===== config.mk =====
export PLATFORM = sky130hd
export DESIGN_NAME = table_arbiter_flat
export DESIGN_NICKNAME = d
export VERILOG_FILES = /design/src/logic/perceptron_pkg.sv /design/src/logic/weight_bus_if.sv /design/src/logic/table_arbiter.sv /design/src/flat_wrapper.sv
export SDC_FILE = /design/constraint.sdc
export NUM_CORES = 1
export LEC_CHECK = 0
export BUFFER_PORTS_ARGS = -buffer_cell sky130_fd_sc_hd__buf_2
export CAP_MARGIN = 20
export CORE_AREA = 4 4 252 254
export CTS_CLUSTER_DIAMETER = 200
export CTS_CLUSTER_SIZE = 40
export DETAILED_ROUTE_END_ITERATION = 8
export DIE_AREA = 0 0 256 258
export PLACE_DENSITY = 0.3
export SLEW_MARGIN = 5
export SYNTH_ARGS = -nofsm -noshare
export SYNTH_HDL_FRONTEND = slang
export SYNTH_SLANG_ARGS = --single-unit

===== constraint.sdc =====
create_clock -name clk -period 1.5 [get_ports clk]
set_clock_uncertainty 0.1 [all_clocks]
set_input_delay 0.15 -clock clk [delete_from_list [all_inputs] [get_ports clk]]
set_output_delay 0.15 -clock clk [all_outputs]
set_load 0.02 [all_outputs]

===== src/logic/perceptron_pkg.sv =====
package perceptron_pkg;

	localparam int history_len = 12;
	localparam int index_bits = 8;
	localparam int row_count = 256;
	localparam int weight_bits = 8;
	localparam int threshold = 38;
	// 13 weights of at most 127 each fit in a signed 12-bit sum
	localparam int sum_bits = 12;
	localparam int row_bits = (history_len + 1) * weight_bits;
	localparam int weight_max = 2 ** (weight_bits - 1) - 1;

	// one table word, stored flat and used as weights; w[history_len] is the bias
	typedef union packed {
		logic [row_bits-1:0] flat;
		logic signed [history_len:0][weight_bits-1:0] w;
	} weight_row_u;

	// step one weight toward +/-weight_max, never onto -128
	function automatic logic signed [weight_bits-1:0] sat_step(
		input logic signed [weight_bits-1:0] w,
		input logic up
	);
		if (up && w < weight_max)
			return w + 8'sd1;
		if (!up && w > -weight_max)
			return w - 8'sd1;
		return w;
	endfunction

	// a set history bit adds its weight, a clear one subtracts it
	function automatic logic signed [sum_bits-1:0] row_dot(
		input weight_row_u row,
		input logic [history_len-1:0] hist
	);
		logic signed [sum_bits-1:0] acc;
		acc = $signed(row.w[history_len]);
		for (int i = 0; i < history_len; i++) begin
			if (hist[i])
				acc = acc + $signed(row.w[i]);
			else
				acc = acc - $signed(row.w[i]);
		end
		return acc;
	endfunction

endpackage


===== src/logic/weight_bus_if.sv =====
interface weight_bus_if;

	logic req;
	logic we;
	logic [perceptron_pkg::index_bits-1:0] addr;
	perceptron_pkg::weight_row_u wdata;
	// gnt is a one-cycle pulse, rdata follows one cycle after a read grant
	logic gnt;
	perceptron_pkg::weight_row_u rdata;

	modport requester (
		output req, we, addr, wdata,
		input gnt, rdata
	);

	modport arbiter (
		input req, we, addr, wdata,
		output gnt, rdata
	);

endinterface


===== src/logic/table_arbiter.sv =====
module table_arbiter (
	input logic clk,
	input logic arst_n,
	weight_bus_if.arbiter train_bus,
	weight_bus_if.arbiter pred_bus,
	output logic en,
	output logic we,
	output logic [perceptron_pkg::index_bits-1:0] addr,
	output logic [perceptron_pkg::row_bits-1:0] wdata,
	input logic [perceptron_pkg::row_bits-1:0] rdata
);

	// owner of the most recent access, steers the read data one cycle later
	logic last_train;

	// training has fixed priority over prediction
	assign train_bus.gnt = train_bus.req;
	assign pred_bus.gnt = pred_bus.req && !train_bus.req;

	assign en = train_bus.req || pred_bus.req;
	assign we = train_bus.req ? train_bus.we : pred_bus.we;
	assign addr = train_bus.req ? train_bus.addr : pred_bus.addr;
	assign wdata = train_bus.req ? train_bus.wdata.flat : pred_bus.wdata.flat;

	always_ff @(posedge clk or negedge arst_n) begin
		if (!arst_n) begin
			last_train <= 1'b0;
		end else if (en) begin
			last_train <= train_bus.req;
		end
	end

	assign train_bus.rdata = last_train ? rdata : '0;
	assign pred_bus.rdata = last_train ? '0 : rdata;

	// a starved prediction keeps its request and row until the table serves it
	a_req_held: assert property (
		@(posedge clk) disable iff (!arst_n)
		(pred_bus.req && !pred_bus.gnt) |=> (pred_bus.req && $stable(pred_bus.addr))
	);

endmodule


===== src/flat_wrapper.sv =====
// flat-port wrapper written by rule: the top's interface ports become plain ports
module table_arbiter_flat 
  (clk, arst_n, en, we, addr, wdata, rdata, train_bus_req, train_bus_we, train_bus_addr, train_bus_wdata, train_bus_gnt, train_bus_rdata, pred_bus_req, pred_bus_we, pred_bus_addr, pred_bus_wdata, pred_bus_gnt, pred_bus_rdata);
  weight_bus_if train_bus_i ();
  weight_bus_if pred_bus_i ();
  input logic clk;
  input logic arst_n;
  output logic en;
  output logic we;
  output logic [perceptron_pkg::index_bits-1:0] addr;
  output logic [perceptron_pkg::row_bits-1:0] wdata;
  input logic [perceptron_pkg::row_bits-1:0] rdata;
  input wire logic [$bits(train_bus_i.req)-1:0] train_bus_req;
  input wire logic [$bits(train_bus_i.we)-1:0] train_bus_we;
  input wire logic [$bits(train_bus_i.addr)-1:0] train_bus_addr;
  input wire logic [$bits(train_bus_i.wdata)-1:0] train_bus_wdata;
  output wire logic [$bits(train_bus_i.gnt)-1:0] train_bus_gnt;
  output wire logic [$bits(train_bus_i.rdata)-1:0] train_bus_rdata;
  input wire logic [$bits(pred_bus_i.req)-1:0] pred_bus_req;
  input wire logic [$bits(pred_bus_i.we)-1:0] pred_bus_we;
  input wire logic [$bits(pred_bus_i.addr)-1:0] pred_bus_addr;
  input wire logic [$bits(pred_bus_i.wdata)-1:0] pred_bus_wdata;
  output wire logic [$bits(pred_bus_i.gnt)-1:0] pred_bus_gnt;
  output wire logic [$bits(pred_bus_i.rdata)-1:0] pred_bus_rdata;
  assign train_bus_i.req = train_bus_req;
  assign train_bus_i.we = train_bus_we;
  assign train_bus_i.addr = train_bus_addr;
  assign train_bus_i.wdata = train_bus_wdata;
  assign train_bus_gnt = train_bus_i.gnt;
  assign train_bus_rdata = train_bus_i.rdata;
  assign pred_bus_i.req = pred_bus_req;
  assign pred_bus_i.we = pred_bus_we;
  assign pred_bus_i.addr = pred_bus_addr;
  assign pred_bus_i.wdata = pred_bus_wdata;
  assign pred_bus_gnt = pred_bus_i.gnt;
  assign pred_bus_rdata = pred_bus_i.rdata;
  table_arbiter u_core (.clk(clk), .arst_n(arst_n), .train_bus(train_bus_i), .pred_bus(pred_bus_i), .en(en), .we(we), .addr(addr), .wdata(wdata), .rdata(rdata));
endmodule

==> impl_metrics.toml <==
[floorplan]
io-pin-count = 658
rows = 91
core_area_mm2 = 0.0613
dieArea_mm2 = 0.0660
start_util = 0.0484
die_x_um = 256
die_h_um = 258

[layout]
top_regs = "u_core.last_train x1"
largest_register_ffs = 1
largest_register = "u_core.last_train"
area_growth_pct = 153
fillers = 7197
drive_gt1_frac = 0.791
final_cells = 1812
post-route-util = 0.122
layout.nets = 1343

[synthesis]
yosysWarnings = 0
syn_inst = 363
ys_seq_area_frac = 0.00845
post_synth_num_cell_types = 14
avgSynthCellArea_um2 = 8.16
syn-cell-area_mm2 = 0.00296
syn-num-nets = 697
ys_ff_latch = 1

[setup_path]
cp.arrival_ns = 1.17
crit_type = "in2out"
crit_path_end_kind = "primary output"
slowest_stage = "mux2_2"
cp.required_ns = 1.25
cp_top_family = "buffers and inverters"
cp_max_fo = 26
critPathMaxStageDelay_ns = 0.39
worstPathBufferInverterCount = 3
critical_path.cell_chain = "buf_8 > buf_4 > mux2_2 > buf_2"
start_kind = "input port"

[placement]
place.gp.congestion = 0.887
hpwl_um = 35100
dp.cells = 1796
port_buffers = 657

[power_and_ir_drop]
power_frac_clock = 0
p_int_uw = 1270
total_power_uw = 3020
powerDensity_mw_per_mm2 = 403
seqPwrFrac = 0.014
power_switching_uw = 1740
p_comb_frac = 0.986
peakVddDrop_mv = 0.164
p_leak_uw = 0.00405
swShare = 0.578

[timing]
final_period_minus_worst_setup_slack_ns = 1.42
period_share = 0.945
relSlewSlack = 0.785
worst_slew_pin_slew_ns = 0.325
finalSetupViolations = 0
hold_violations = 0
slew_viol_final = 0
whs_ns = 0.443
rsz0062_at_grt = "no"
fmax_ghz = 0.705

[global_routing]
met3_usage = 0.0431
grtUsageMet2 = 0.193
grt-busiest-layer = "met2"
grtUsageMet1 = 0.107
grt_pass1_vias = 5502
grt_max_degree = 63
grtUsageTotal = 0.103
grt_pass1_wl_um = 47900
antenna_found_initial = 30
gr-total-overflow = 0

[clock_tree]
post_cts_buffers = 0
insertion_delay_ns = 0
clk_pin_slew_ns = 0

[drt]
drtAntennaViolNets = 0
num_vias = 5266
viasPerCell = 2.91
wl_um = 37100
routedWlPerCell_um = 20.5
drcViolationCount = 0
dr.pass1.iters = 4
drt_iter0_markers = 214

[run]
drv_cap = 0

[status]
status = "complete, no violations"

[worst_hold_path]
hold_path.class = "in2async"
## placed cells by master, fill, tap and decap left out, types with 2 or more instances in the layout
cell type / synthesis / final
and2_1: 104 / 102
and2_4: 0 / 2
buf_12: 0 / 13
buf_2: 12 / 646
buf_4: 1 / 17
diode_2: 0 / 15
mux2_2: 76 / 76
mux2_4: 37 / 37
nor2b_1: 104 / 104
## logic make-up after synthesis
kind of cell	synth area share
AOI/OAI and AO/OA	0.00253
buffers and inverters	0.0701
and+or+nand+nor	0.443
DFF	0.00844
muxes	0.476
## final cells by class
class                           count  area (um^2)  share of cell area
Timing Repair Buffer              681         3690               0.493
Tap cell                          790          988               0.132
Sequential cell                     1         28.8             0.00384
Inverter                            1         3.75            0.000501
Antenna cell                       15         37.5             0.00501
Multi-Input combinational cell    324         2740               0.365
## routing by layer
| metal | part of all wire | wire length (um) |
|---|---|---|
| met4 | 0.026 | 954 |
| met5 | 0.0044 | 165 |
| met1 | 0.36 | 13200 |
| met2 | 0.50 | 18700 |
| met3 | 0.11 | 4080 |
## power by group through the flow
stage | registers (uW) | clock network [uW] | logic (uW)
final | 41.0 | 0.00116 | 2980
after CTS | 41.4 | 0 | 3050
after detailed placement | 40.6 | 0 | 3030
after global routing | 43.1 | 0.000389 | 3180
after global placement | 39.6 | 0 | 3040
after floorplan | 29.9 | 0 | 1510
## cell usage after synthesis
master / n / area (um^2)
clkbuf_2: 1 / 5.00
nor2_1: 1 / 3.75
mux2_2: 76 / 856
inv_1: 1 / 3.75
nor2b_1: 104 / 651
clkbuf_1: 17 / 63.8
buf_6: 6 / 67.6
mux2_4: 37 / 556
buf_4: 1 / 7.51
or2_2: 1 / 6.26
a21o_1: 1 / 7.51
and2_1: 104 / 651
dfrtp_1: 1 / 25.0
buf_2: 12 / 60.1
## through the flow
stage / instance area (um^2) / TNS, ns / worst slack, ns
final: 7490 / 0 / 0.0821
after global routing: 7460 / 0 / 0.00219
after global placement: 7420 / -0.0798 / -0.0774
after floorplan: 2960 / 0 / 0.180
after detailed placement: 7420 / -0.140 / -0.0992
after CTS: 7440 / 0 / 0.0234
## final timing paths
check,cells after the start,startpoint,end,slack (ns)
setup reg to reg,2,u_core.last_train,u_core.last_train,0.22
hold reg to reg,2,u_core.last_train,u_core.last_train,1.00
hold / removal,2,arst_n,u_core.last_train,0.44
min in group clk,3,pred_bus_req,en,0.52
setup / recovery,4,train_bus_req,wdata[103],0.08
max in group asynchronous,2,arst_n,u_core.last_train,0.76
## repair_timing
item                                    in CTS  in global routing
endpoints found under the hold margin        1                  0
hold buffers                                 1                  0
resized for setup                            4                  4
endpoints found under the setup margin       3                  3
Note: power is estimated with default switching activity, not from simulation.
