===== config.mk =====
export PLATFORM = sky130hd
export DESIGN_NAME = train_unit_flat
export DESIGN_NICKNAME = d
export VERILOG_FILES = /design/src/logic/perceptron_pkg.sv /design/src/logic/weight_bus_if.sv /design/src/logic/train_unit.sv /design/src/flat_wrapper.sv
export SDC_FILE = /design/constraint.sdc
export NUM_CORES = 1
export LEC_CHECK = 0
export BUFFER_PORTS_ARGS = -buffer_cell sky130_fd_sc_hd__clkbuf_2
export CAP_MARGIN = 20
export CORE_MARGIN = 2
export CORE_UTILIZATION = 50
export CTS_BUF_LIST = sky130_fd_sc_hd__clkbuf_4
export CTS_CLUSTER_DIAMETER = 60
export DETAILED_ROUTE_END_ITERATION = 16
export PLACE_DENSITY = 0.82
export SLEW_MARGIN = 10
export SYNTH_ARGS = -nofsm -noshare
export SYNTH_HDL_FRONTEND = slang
export SYNTH_SLANG_ARGS = --single-unit

===== constraint.sdc =====
create_clock -name clk -period 7.1 [get_ports clk]
set_input_delay 1.42 -clock clk [delete_from_list [all_inputs] [get_ports clk]]
set_output_delay 1.42 -clock clk [all_outputs]
set_load 0.01 [all_outputs]

===== src/logic/perceptron_pkg.sv =====
package perceptron_pkg;

	localparam int history_len = 12;
	localparam int index_bits = 8;
	localparam int row_count = 256;
	localparam int weight_bits = 8;
	localparam int threshold = 38;
	// 13 weights of at most 127 each fit in a signed 12-bit sum
	localparam int sum_bits = 12;
	localparam int row_bits = (history_len + 1) * weight_bits;
	localparam int weight_max = 2 ** (weight_bits - 1) - 1;

	// one table word, stored flat and used as weights; w[history_len] is the bias
	typedef union packed {
		logic [row_bits-1:0] flat;
		logic signed [history_len:0][weight_bits-1:0] w;
	} weight_row_u;

	// step one weight toward +/-weight_max, never onto -128
	function automatic logic signed [weight_bits-1:0] sat_step(
		input logic signed [weight_bits-1:0] w,
		input logic up
	);
		if (up && w < weight_max)
			return w + 8'sd1;
		if (!up && w > -weight_max)
			return w - 8'sd1;
		return w;
	endfunction

	// a set history bit adds its weight, a clear one subtracts it
	function automatic logic signed [sum_bits-1:0] row_dot(
		input weight_row_u row,
		input logic [history_len-1:0] hist
	);
		logic signed [sum_bits-1:0] acc;
		acc = $signed(row.w[history_len]);
		for (int i = 0; i < history_len; i++) begin
			if (hist[i])
				acc = acc + $signed(row.w[i]);
			else
				acc = acc - $signed(row.w[i]);
		end
		return acc;
	endfunction

endpackage


===== src/logic/weight_bus_if.sv =====
interface weight_bus_if;

	logic req;
	logic we;
	logic [perceptron_pkg::index_bits-1:0] addr;
	perceptron_pkg::weight_row_u wdata;
	// gnt is a one-cycle pulse, rdata follows one cycle after a read grant
	logic gnt;
	perceptron_pkg::weight_row_u rdata;

	modport requester (
		output req, we, addr, wdata,
		input gnt, rdata
	);

	modport arbiter (
		input req, we, addr, wdata,
		output gnt, rdata
	);

endinterface


===== src/logic/train_unit.sv =====
module train_unit (
	input logic clk,
	input logic arst_n,
	input logic resolve_valid,
	input logic taken,
	input logic [perceptron_pkg::index_bits-1:0] rec_index,
	input logic signed [perceptron_pkg::sum_bits-1:0] rec_sum,
	input logic [perceptron_pkg::history_len-1:0] rec_history,
	weight_bus_if.requester train_bus,
	output logic [perceptron_pkg::history_len-1:0] history,
	output logic active
);

	logic rd_wait;
	logic data_cyc;
	logic wr_wait;
	logic need_train;
	logic [perceptron_pkg::sum_bits-1:0] mag;
	logic [perceptron_pkg::index_bits-1:0] idx_q;
	logic [perceptron_pkg::history_len-1:0] hist_q;
	logic outcome_q;
	perceptron_pkg::weight_row_u wrow_q;
	perceptron_pkg::weight_row_u new_row;

	// train on a mispredict or on a low-confidence sum
	always_comb begin
		mag = rec_sum[perceptron_pkg::sum_bits-1] ? -rec_sum : rec_sum;
		need_train = ((rec_sum > 0) != taken) || (mag <= perceptron_pkg::threshold);
	end

	// each weight moves toward agreement of its history bit with the outcome
	always_comb begin
		new_row = train_bus.rdata;
		for (int i = 0; i < perceptron_pkg::history_len; i++) begin
			new_row.w[i] = perceptron_pkg::sat_step(train_bus.rdata.w[i],
				hist_q[i] == outcome_q);
		end
		new_row.w[perceptron_pkg::history_len] = perceptron_pkg::sat_step(
			train_bus.rdata.w[perceptron_pkg::history_len], outcome_q);
	end

	always_ff @(posedge clk or negedge arst_n) begin
		if (!arst_n) begin
			rd_wait <= 1'b0;
			data_cyc <= 1'b0;
			wr_wait <= 1'b0;
			history <= '0;
		end else begin
			data_cyc <= rd_wait && train_bus.gnt;
			if (resolve_valid && need_train) begin
				rd_wait <= 1'b1;
			end else if (train_bus.gnt) begin
				rd_wait <= 1'b0;
			end
			if (data_cyc) begin
				wr_wait <= 1'b1;
			end else if (train_bus.gnt) begin
				wr_wait <= 1'b0;
			end
			// no training shifts at once, training shifts on the write grant
			if (resolve_valid && !need_train) begin
				history <= {history[perceptron_pkg::history_len-2:0], taken};
			end else if (wr_wait && train_bus.gnt) begin
				history <= {history[perceptron_pkg::history_len-2:0], outcome_q};
			end
		end
	end

	always_ff @(posedge clk) begin
		if (resolve_valid) begin
			idx_q <= rec_index;
			hist_q <= rec_history;
			outcome_q <= taken;
		end
		if (data_cyc) begin
			wrow_q <= new_row;
		end
	end

	assign train_bus.req = rd_wait || wr_wait;
	assign train_bus.we = wr_wait;
	assign train_bus.addr = idx_q;
	assign train_bus.wdata = wrow_q;
	assign active = rd_wait || data_cyc || wr_wait;

	for (genvar g = 0; g <= perceptron_pkg::history_len; g++) begin : g_range
		a_weight_range: assert property (
			@(posedge clk) disable iff (!arst_n)
			(train_bus.req && train_bus.we) |->
				$signed(train_bus.wdata.w[g]) >= -8'sd127
		);
	end

endmodule


===== src/flat_wrapper.sv =====
// flat-port wrapper written by rule: the top's interface ports become plain ports
module train_unit_flat 
  (clk, arst_n, resolve_valid, taken, rec_index, rec_sum, rec_history, history, active, train_bus_req, train_bus_we, train_bus_addr, train_bus_wdata, train_bus_gnt, train_bus_rdata);
  weight_bus_if train_bus_i ();
  input logic clk;
  input logic arst_n;
  input logic resolve_valid;
  input logic taken;
  input logic [perceptron_pkg::index_bits-1:0] rec_index;
  input logic signed [perceptron_pkg::sum_bits-1:0] rec_sum;
  input logic [perceptron_pkg::history_len-1:0] rec_history;
  output logic [perceptron_pkg::history_len-1:0] history;
  output logic active;
  output wire logic [$bits(train_bus_i.req)-1:0] train_bus_req;
  output wire logic [$bits(train_bus_i.we)-1:0] train_bus_we;
  output wire logic [$bits(train_bus_i.addr)-1:0] train_bus_addr;
  output wire logic [$bits(train_bus_i.wdata)-1:0] train_bus_wdata;
  input wire logic [$bits(train_bus_i.gnt)-1:0] train_bus_gnt;
  input wire logic [$bits(train_bus_i.rdata)-1:0] train_bus_rdata;
  assign train_bus_req = train_bus_i.req;
  assign train_bus_we = train_bus_i.we;
  assign train_bus_addr = train_bus_i.addr;
  assign train_bus_wdata = train_bus_i.wdata;
  assign train_bus_i.gnt = train_bus_gnt;
  assign train_bus_i.rdata = train_bus_rdata;
  train_unit u_core (.clk(clk), .arst_n(arst_n), .resolve_valid(resolve_valid), .taken(taken), .rec_index(rec_index), .rec_sum(rec_sum), .rec_history(rec_history), .train_bus(train_bus_i), .history(history), .active(active));
endmodule

==> impl_metrics.ini <==
[run_status]
status = finished, final reports clean

[global_route]
grt-ovfl-total = 0
grt_pass1_wl_mm = 33.97
grt_usage = 0.2294
grt_max_degree = 70
grt_pass1_vias = 7247
grt_antenna_before_repair = 3

[logic_synthesis]
synth_top_family_by_area = simple AND/OR/NAND/NOR gates
syn-num-nets = 1049
yosysWarnings = 0
yosysSeqAreaShare = 0.4665
synth.avg_cell_area_um2 = 10.20
synth_fa_ha_area_frac = 0.05655
synth_top_area_frac = 0.4241
synth_ff_type = edfxtp_1
syn_inst = 868
synth_xor_area_frac = 0.1009
ys_async_sr_fraction = 0.1071
synth_area_leaders = edfxtp_1, xnor2_1, ha_1
synth_top_area_cell = edfxtp_1
synth.mux.area_fraction = 0.009471
synth_cell_types = 65
yosys.area_share.simple = 0.1865
synth-seq-cells = 140
synth-edff-count = 125
synth_area_um2 = 8851
synth_compound_gate_area_share = 0.1411

[clock_network]
cts-root-buf = clkbuf_4
cts_buffers = 17
cts.htree.levels = 4
post_cts_buffers = 0
path_clk_slew_ns = 0.13
cts.repair.resized = 0
cts_buffer_depth = 2
cts_sinks = 140
worstSkewPairLatency_ns = 0.56
tritoncts = yes
cts.hold.buffers_added = 0

[critical_path]
cp_slowest_cell = or3b_2
path_cells = clkbuf_2 -> inv_1 -> ha_1 -> or3b_2 -> a2111oi_4 -> o32ai_2 -> a211oi_4 -> and2_1 -> o2111ai_1
r2r-start = u_core.outcome_q
worstSetupStartpoint = rec_sum[0]
critPathLaunchType = primary input
crit_type = in -> reg
crit_required_ns = 7.53
worstPathArrival_ns = 4.12
crit_path_end_kind = flip-flop
crit_path_max_incr_delay_ns = 0.52
crit_buf_inv = 2
rrSetupSlack_ns = 4.09
cp_top_family = compound AO/OA/AOI/OAI gates
crit_fanout = 14

[power_and_ir_drop]
peakVddDrop_mv = 0.1535
p_leak_uw = 0.004474
pwr_density_cell_nw_per_um2 = 206.2

[final_layout]
fillers = 1416
drive_above_1_share = 0.2838
syn_to_final_growth_pct = 20.58
nNetsFinal = 1306
fin_util = 0.6170

[placement]
gp_congestion = 0.8781
dp_hpwl_mm = 16.61
port_buffers = 267

[route]
ant_nets = 0
wl_per_cell_um = 16.21
viasPerCell = 5.704
drtPass1Iterations = 6
drc = 0
initialDrtViolationCount = 482
routed_wl_mm = 22.11
num_vias = 7780

[timing]
min_period_over_period = 0.5208
slew_violations = 0
tightestPinTransition_ns = 0.8877
hold_viol = 0
max_slew_margin = 0.4082
rsz0062_at_grt = false
fin_tns_setup_ns = 0
period_needed_ns = 3.698
fmax_mhz = 270.4
setup_viol = 0
finalClockSkew_ns = 0.01633

[worst_hold_path]
hold_path.startpoint = u_core.rd_wait
hold_path.class = reg -> reg

[die]
die_w_um = 137.1
io_pins = 268
initial_utilization = 0.5117
rows = 48
die_height_um = 137.1
core_um2 = 17300
fp.dieArea_um2 = 18780

[run]
drv_cap = 0
## cell usage in the layout (no fill, tap or decap), types with 11 or more instances in the layout
cell,synthesis,final
or2_2,11,11
or4_1,11,11
and3_1,14,14
clkbuf_2,1,267
o31ai_1,14,14
nand2_1,80,80
ha_1,40,40
clkbuf_4,0,17
inv_1,55,55
xor2_1,44,44
a21oi_1,32,32
nand3_1,50,50
nand4_1,30,30
nor3_1,18,18
nor2_1,53,53
dfrtp_1,15,14
xnor2_1,58,58
o211ai_1,13,13
o2111ai_1,12,12
o21ai_0,18,18
edfxtp_1,125,125
a41oi_1,11,11
nor4_1,14,14
## per-layer routing
metal  wire (µm)  global-route usage  up-vias
met5          13                   0        -
met4         488             0.09221        2
met3        2038             0.06296       46
met2       10660              0.3809      337
met1        8906              0.2826     3597
li1            -                   -     3798
## synthesized netlist by cell type, types with 5 or more instances
cell type	instances
a22oi_1	10
nor4b_1	5
or4_1	11
xor2_1	44
o22ai_1	7
nor2_1	53
nor2b_1	6
a41oi_1	11
nor4_1	14
a21oi_1	32
or2_2	11
o211ai_1	13
nand2b_1	7
clkbuf_1	25
mux2i_1	5
inv_1	55
nor3_1	18
ha_1	40
dfrtp_1	15
nand3_1	50
or3_1	10
and3_1	14
a31oi_1	8
o31ai_1	14
nand4_1	30
o21ai_0	18
edfxtp_1	125
nand2_1	80
xnor2_1	58
o2111ai_1	12
and2_1	5
o31a_1	5
## sequential cells by signal (all words and copies together) (netlist names)
register	cells
u_core.train_bus.wdata	104
u_core.outcome_q	1
u_core.hist_q	12
u_core.data_cyc	1
u_core.train_bus.we	1
u_core.rd_wait	1
u_core.train_bus.addr	8
u_core.history	12
## final cells by class
class                   count  area, µm²  area share
multi-input cells         641       4377      0.4101
flip-flops and latches    140       4133      0.3872
repair buffers            270       1359      0.1273
well taps                 225      281.5     0.02638
inverters                  55      206.4     0.01934
clock inverters            15      186.4     0.01747
clock buffers              17      127.6     0.01196
diodes                      1      2.502   0.0002345
## path summary, 6_finish.rpt
check	to	depth (start not counted)
max	u_core.history[3]	9
min	u_core.rd_wait	1
max reg2reg	u_core.train_bus.wdata[29]	7
min reg2reg	u_core.rd_wait	1
max in group asynchronous	u_core.data_cyc	1
min in group asynchronous	u_core.history[11]	1
## where the power goes
part           internal (µW)  leakage (µW)  switching [µW]  total (µW)
Sequential              1010       0.00136            70.9        1080
Clock                    249      0.000151             327         576
Combinational            219       0.00296             324         544
## stage by stage
step	instances	total power, µW	area (µm²)	hold slack [ns]	setup slack (ns)
after floorplan	868	1415	8851	0.4742	2.880
after global placement	1331	1617	10360	0.5087	2.942
after detailed placement	1331	1638	10360	0.5362	2.866
after CTS	1363	2217	10670	0.5715	3.490
after global routing	1364	2315	10670	0.6040	3.246
final	1364	2201	10670	0.5792	3.402
## logic make-up after synthesis
kind of cell,after synthesis
xor gates and xnor gates,102
adders and majority gates,40
DFF,140
muxes,8
AOI/OAI and AO/OA,168
buffers and inverters,87
and+or+nand+nor,323
Note: power is estimated with default switching activity, not from simulation.
