### config.mk
export PLATFORM = sky130hd
export DESIGN_NAME = predict_unit_flat
export DESIGN_NICKNAME = d
export VERILOG_FILES = /design/src/logic/perceptron_pkg.sv /design/src/logic/weight_bus_if.sv /design/src/logic/predict_unit.sv /design/src/flat_wrapper.sv
export SDC_FILE = /design/constraint.sdc
export NUM_CORES = 1
export LEC_CHECK = 0
export ABC_AREA = 1
export BUFFER_PORTS_ARGS = -buffer_cell sky130_fd_sc_hd__buf_2
export CAP_MARGIN = 10
export CORE_AREA = 2 2 142 144
export CTS_CLUSTER_DIAMETER = 40
export DETAILED_ROUTE_END_ITERATION = 12
export DIE_AREA = 0 0 144 146
export MAX_ROUTING_LAYER = met4
export PLACE_DENSITY = 0.95
export RECOVER_POWER = 50
export SYNTH_ARGS = -nofsm -noshare
export SYNTH_HDL_FRONTEND = slang
export SYNTH_SLANG_ARGS = --single-unit
export TNS_END_PERCENT = 50
### constraint.sdc
create_clock -name clk -period 21.9 [get_ports clk]
set_input_delay 4.38 -clock clk [delete_from_list [all_inputs] [get_ports clk]]
set_output_delay 4.38 -clock clk [all_outputs]
set_load 0.05 [all_outputs]
### src/logic/perceptron_pkg.sv
package perceptron_pkg;

	localparam int history_len = 12;
	localparam int index_bits = 8;
	localparam int row_count = 256;
	localparam int weight_bits = 8;
	localparam int threshold = 38;
	// 13 weights of at most 127 each fit in a signed 12-bit sum
	localparam int sum_bits = 12;
	localparam int row_bits = (history_len + 1) * weight_bits;
	localparam int weight_max = 2 ** (weight_bits - 1) - 1;

	// one table word, stored flat and used as weights; w[history_len] is the bias
	typedef union packed {
		logic [row_bits-1:0] flat;
		logic signed [history_len:0][weight_bits-1:0] w;
	} weight_row_u;

	// step one weight toward +/-weight_max, never onto -128
	function automatic logic signed [weight_bits-1:0] sat_step(
		input logic signed [weight_bits-1:0] w,
		input logic up
	);
		if (up && w < weight_max)
			return w + 8'sd1;
		if (!up && w > -weight_max)
			return w - 8'sd1;
		return w;
	endfunction

	// a set history bit adds its weight, a clear one subtracts it
	function automatic logic signed [sum_bits-1:0] row_dot(
		input weight_row_u row,
		input logic [history_len-1:0] hist
	);
		logic signed [sum_bits-1:0] acc;
		acc = $signed(row.w[history_len]);
		for (int i = 0; i < history_len; i++) begin
			if (hist[i])
				acc = acc + $signed(row.w[i]);
			else
				acc = acc - $signed(row.w[i]);
		end
		return acc;
	endfunction

endpackage

### src/logic/weight_bus_if.sv
interface weight_bus_if;

	logic req;
	logic we;
	logic [perceptron_pkg::index_bits-1:0] addr;
	perceptron_pkg::weight_row_u wdata;
	// gnt is a one-cycle pulse, rdata follows one cycle after a read grant
	logic gnt;
	perceptron_pkg::weight_row_u rdata;

	modport requester (
		output req, we, addr, wdata,
		input gnt, rdata
	);

	modport arbiter (
		input req, we, addr, wdata,
		output gnt, rdata
	);

endinterface

### src/logic/predict_unit.sv
module predict_unit (
	input logic clk,
	input logic arst_n,
	input logic predict_valid,
	input logic [63:0] ip,
	input logic [perceptron_pkg::history_len-1:0] history,
	weight_bus_if.requester pred_bus,
	output logic pred_valid,
	output logic pred_taken,
	output logic signed [perceptron_pkg::sum_bits-1:0] pred_sum,
	output logic [perceptron_pkg::index_bits-1:0] rec_index,
	output logic signed [perceptron_pkg::sum_bits-1:0] rec_sum,
	output logic [perceptron_pkg::history_len-1:0] rec_history,
	output logic active
);

	logic wait_gnt;
	logic data_cyc;
	logic [perceptron_pkg::index_bits-1:0] index_q;
	logic [perceptron_pkg::history_len-1:0] hist_q;
	logic signed [perceptron_pkg::sum_bits-1:0] sum;

	always_ff @(posedge clk or negedge arst_n) begin
		if (!arst_n) begin
			wait_gnt <= 1'b0;
			data_cyc <= 1'b0;
		end else begin
			// rdata shows up the cycle after our grant
			data_cyc <= wait_gnt && pred_bus.gnt;
			if (predict_valid) begin
				wait_gnt <= 1'b1;
			end else if (pred_bus.gnt) begin
				wait_gnt <= 1'b0;
			end
		end
	end

	always_ff @(posedge clk) begin
		if (predict_valid) begin
			index_q <= ip[perceptron_pkg::index_bits-1:0];
			hist_q <= history;
		end
		// record for the next resolve
		if (data_cyc) begin
			rec_index <= index_q;
			rec_sum <= sum;
			rec_history <= hist_q;
		end
	end

	// read-only client
	assign pred_bus.req = wait_gnt;
	assign pred_bus.we = 1'b0;
	assign pred_bus.addr = index_q;
	assign pred_bus.wdata = '0;

	assign sum = perceptron_pkg::row_dot(pred_bus.rdata, hist_q);

	assign pred_valid = data_cyc;
	assign pred_sum = sum;
	// zero sum predicts not taken
	assign pred_taken = sum > 0;
	assign active = wait_gnt || data_cyc;

	a_no_overlap: assert property (
		@(posedge clk) disable iff (!arst_n)
		predict_valid |-> !active
	);

endmodule

### src/flat_wrapper.sv
// flat-port wrapper written by rule: the top's interface ports become plain ports
module predict_unit_flat 
  (clk, arst_n, predict_valid, ip, history, pred_valid, pred_taken, pred_sum, rec_index, rec_sum, rec_history, active, pred_bus_req, pred_bus_we, pred_bus_addr, pred_bus_wdata, pred_bus_gnt, pred_bus_rdata);
  weight_bus_if pred_bus_i ();
  input logic clk;
  input logic arst_n;
  input logic predict_valid;
  input logic [63:0] ip;
  input logic [perceptron_pkg::history_len-1:0] history;
  output logic pred_valid;
  output logic pred_taken;
  output logic signed [perceptron_pkg::sum_bits-1:0] pred_sum;
  output logic [perceptron_pkg::index_bits-1:0] rec_index;
  output logic signed [perceptron_pkg::sum_bits-1:0] rec_sum;
  output logic [perceptron_pkg::history_len-1:0] rec_history;
  output logic active;
  output wire logic [$bits(pred_bus_i.req)-1:0] pred_bus_req;
  output wire logic [$bits(pred_bus_i.we)-1:0] pred_bus_we;
  output wire logic [$bits(pred_bus_i.addr)-1:0] pred_bus_addr;
  output wire logic [$bits(pred_bus_i.wdata)-1:0] pred_bus_wdata;
  input wire logic [$bits(pred_bus_i.gnt)-1:0] pred_bus_gnt;
  input wire logic [$bits(pred_bus_i.rdata)-1:0] pred_bus_rdata;
  assign pred_bus_req = pred_bus_i.req;
  assign pred_bus_we = pred_bus_i.we;
  assign pred_bus_addr = pred_bus_i.addr;
  assign pred_bus_wdata = pred_bus_i.wdata;
  assign pred_bus_i.gnt = pred_bus_gnt;
  assign pred_bus_i.rdata = pred_bus_rdata;
  predict_unit u_core (.clk(clk), .arst_n(arst_n), .predict_valid(predict_valid), .ip(ip), .history(history), .pred_bus(pred_bus_i), .pred_valid(pred_valid), .pred_taken(pred_taken), .pred_sum(pred_sum), .rec_index(rec_index), .rec_sum(rec_sum), .rec_history(rec_history), .active(active));
endmodule
==> results.md <==
- The number of antenna violations at the first check in global routing is 1.
- Once placement finished, the instance area stood at 11000 sq um.
- The endpoint of the worst-slack reg-to-reg timing path is u_core.rec_sum[11].
- Between clock sinks in the finished design, the worst skew comes to 6.87 ps.
- The internal reg-to-reg setup slack is 10310 ps.
- After detailed routing, the total wire length is 24700 um.
- The headroom to the max-slew limit is -0.0784.
- The area enclosed by the die boundary is 21000 sq um.
- After clock tree synthesis, the setup repair step added 0 buffers.
- The worst hold-check path type is flip-flop to flip-flop.
- The final non-filler cell area is 11200 sq um.
- The floorplan core area is 19300 sq um.
- In this run the worst path has a maximum fanout of 4.
- The CTS tree is built.
- At the pin with the least slew margin, the transition time is 1620 ps.
- The count of instances resized after the clock tree is built is 0.
- In this run, synthesis inferred 52 flip-flops with an integrated enable.
- In the post-synthesis netlist, the biggest area contributors are sky130_fd_sc_hd__ha_1, sky130_fd_sc_hd__edfxtp_1, sky130_fd_sc_hd__xor2_1.
- Of the synthesized area, sequential elements account for 0.158.
- The post-synthesis cell type count is 47.
- The via count of the first global-routing pass is 9111.
- In this design, the stage delay of the slowest critical-path cell is 440 ps.
- The register bit count reported by yosys is 54.
- For the worst flop-to-flop path, the logic depth is 65.
- The synthesized instance count is roughly 1400.
- The floorplan has 51 rows.
- The kind of critical path is input port to primary output.
- The path with the worst hold slack has its endpoint at u_core.rec_index[2].
- The reported max-cap violation count is 2.
- Counting the buffers created by CTS gives 5.
- The area growth from synthesis to layout is 9.79%.
- The filler cells instantiated in the layout total 1710.
- The insertion delay to the later sink of the worst-skew pair is between 300 and 400 ps.
- The worst endpoint required time is 17520 ps.
- The overall die height is 146 um.
- In the final layout, the share of cells above drive strength 1 is 0.145.
- CTS placed an instance of sky130_fd_sc_hd__clkbuf_16 at the clock tree root.
- Static timing analysis puts the maximum clock frequency at 49.4 MHz.
- The x dimension of the die is between 100 and 150 um.
- The worst setup path is captured at a primary output.
- After clock tree synthesis, the flow added hold-fix buffers numbering 0.
- The total number of nets in the final design is 1942.
- The flow ran to the end, but the final reports show violations.
- The initial detailed-routing violation count is 444.
- The number of max-slew violations in the final report is 50.
- The global route total overflow is 0.
- The hold path startpoint is u_core.pred_bus.addr[2].
- The final period demand of the worst path is 20240 ps.
- The accumulated negative setup slack is 0 ps.
- Of the post-synthesis cell area, the dominant cell type holds 0.173.
- Counting instances in the post-synthesis netlist gives the leading cell types as sky130_fd_sc_hd__inv_1, sky130_fd_sc_hd__nand2_1, sky130_fd_sc_hd__a21oi_1, sky130_fd_sc_hd__ha_1, sky130_fd_sc_hd__xor2_1.
- The via count is 9553.
- For this configuration, the core starts out at a cell density of 0.526.
- The minimum setup slack after placement is 1700 ps.
- A synthesized cell averages ~7.2 sq um.
- The total routing resource utilization after global routing is 0.235.
- Port buffering added 183 buffers.
- The final count of hold timing violations was 0.
- The final critical-path share of the clock period is 0.924.
- Entering global routing, the biggest net connects 28 pins.
- At the worst endpoint, the arrival time is between 15000 and 20000 ps.
- The worst-case clock buffer depth is 2.
- After clock tree synthesis, the clock-pin slew on the worst setup and hold paths is 80 ps.
- In the synthesized netlist the async set-or-reset flop fraction comes to 0.0370.
- During synthesis, Yosys emitted a total of 0 warnings.
- The first detailed-routing pass took 6 iterations.
- The first global-routing pass estimated 39800 um of wire.
- The HPWL after detailed placement is 21100 um.
- The number of remaining DRC errors is 0.
- The count of nets left with antenna violations once routing finished came out at 0.
- The cell with the largest stage delay on the worst path is sky130_fd_sc_hd__fa_1.
- The synthesized design spends more area on one cell type than any other, namely sky130_fd_sc_hd__ha_1.
- The most used flip-flop cell after synthesis is sky130_fd_sc_hd__edfxtp_1.
- 345 I/O pins were placed.
- The netlist area before placement is 10200 sq um.
- The count of final setup violators is 0.
- Dividing the detail-routed wire length by the instance count gives 13.2 um.
- The clock sink total is 54.
- Setup repair after global routing left no endpoint under its margin.
- The checks that failed: max-capacitance violations, max-slew violations.
- Across all setup checks in the final design, the least slack found is approximately 1700 ps.
- The startpoint type of the worst setup path is an input port.
- The final weighted congestion in routability-driven placement is 0.960.
- In the routed layout, each cell is associated on average with a via count of 5.10.
- The number of stages on the worst hold path is 0.
- In this run the critical register-to-register path is launched from u_core.hist_q[0].
- The H-tree depth reported by CTS is 2.
- The most repeated cell in the gate-level netlist after synthesis is sky130_fd_sc_hd__inv_1.
- The cell occurring most often along the worst timing path is sky130_fd_sc_hd__inv_1.
-- final cells by class --
| type | count | area [sq um] | share of cell area |
|---|---|---|---|
| multi-input combinational | 1121 | 7260 | 0.650 |
| clock buffer | 5 | 125 | 0.0112 |
| inverter | 239 | 897 | 0.0803 |
| sequential | 54 | 1610 | 0.144 |
| antenna | 1 | 2.50 | 0.000224 |
| clock inverter | 3 | 28.8 | 0.00258 |
| tap | 265 | 332 | 0.0297 |
| timing repair buffer | 184 | 915 | 0.0819 |
-- flip-flops by register name, indices dropped and copies added (netlist names) --
name,cells
u_core.pred_bus.addr,8
u_core.rec_index,8
u_core.pred_bus.req,1
u_core.rec_history,12
u_core.hist_q,12
u_core.pred_valid,1
u_core.rec_sum,12
-- layout by cell type (no fill, tap or decap), types with 13 or more instances in the layout --
cell / synthesis / final
sky130_fd_sc_hd__a21oi_1: 147 / 147
sky130_fd_sc_hd__a31oi_1: 13 / 13
sky130_fd_sc_hd__buf_2: 1 / 179
sky130_fd_sc_hd__conb_1: 1 / 105
sky130_fd_sc_hd__edfxtp_1: 52 / 52
sky130_fd_sc_hd__ha_1: 141 / 141
sky130_fd_sc_hd__inv_1: 225 / 225
sky130_fd_sc_hd__inv_2: 14 / 14
sky130_fd_sc_hd__nand2_1: 218 / 218
sky130_fd_sc_hd__nand3_1: 57 / 57
sky130_fd_sc_hd__nor2_1: 91 / 91
sky130_fd_sc_hd__nor3_1: 18 / 18
sky130_fd_sc_hd__o21ai_0: 50 / 50
sky130_fd_sc_hd__o21bai_1: 15 / 15
sky130_fd_sc_hd__xnor2_1: 56 / 56
sky130_fd_sc_hd__xor2_1: 115 / 115
-- per-layer routing --
layer	vias up	wire [um]	GRT usage
met5	-	0	-
met4	0	444	0.0608
met3	40	1380	0.0296
met2	319	12500	0.419
met1	4372	10400	0.278
li1	4822	-	-
-- through the flow --
stage | instances | hold WS [ps] | utilization
2_1_floorplan | 1521 | 421 | -
3_3_place_gp | 1863 | 426 | 0.570
3_5_place_dp | 1863 | 456 | 0.570
4_1_cts | 1871 | 474 | 0.578
5_1_grt | 1872 | 492 | 0.578
6_report | 1872 | 474 | 0.578
-- how the worst max path moves through the flow --
stage / from / endpoint / slack (ps) / cells after the start
after floorplan: pred_bus_rdata[0] / pred_taken / 2940 / 69
after detailed placement: pred_bus_rdata[0] / pred_sum[11] / 1700 / 71
after global routing: pred_bus_rdata[0] / pred_sum[11] / 520 / 69
final: pred_bus_rdata[0] / pred_sum[11] / 1660 / 69
after global placement: pred_bus_rdata[0] / pred_sum[11] / 1960 / 70
after CTS: pred_bus_rdata[0] / pred_sum[11] / 1660 / 71
-- cells by family (layout without fill, tap and decap cells) --
| family | Yosys count | count (layout) | synth area share |
|---|---|---|---|
| other cells | 1 | 106 | 0.000369 |
| simple gates | 419 | 419 | 0.177 |
| xor+xnor | 171 | 171 | 0.147 |
| compound gates | 273 | 273 | 0.153 |
| buf+inv | 346 | 431 | 0.167 |
| fa+ha+maj | 153 | 153 | 0.197 |
| flops | 54 | 54 | 0.158 |
-- worst max-delay path: cells and delay by family --
kind / cells / cell delay [ps]
AOI/OAI and AO/OA: 13 / 2700
adders and majority gates: 13 / 4180
xor gates and xnor gates: 11 / 1810
buffers and inverters: 18 / 1630
and+or+nand+nor: 14 / 1120
Power is left out: the tool's default activity adds up to more than one toggle a clock period on the data nets, which glitch-free logic cannot reach.
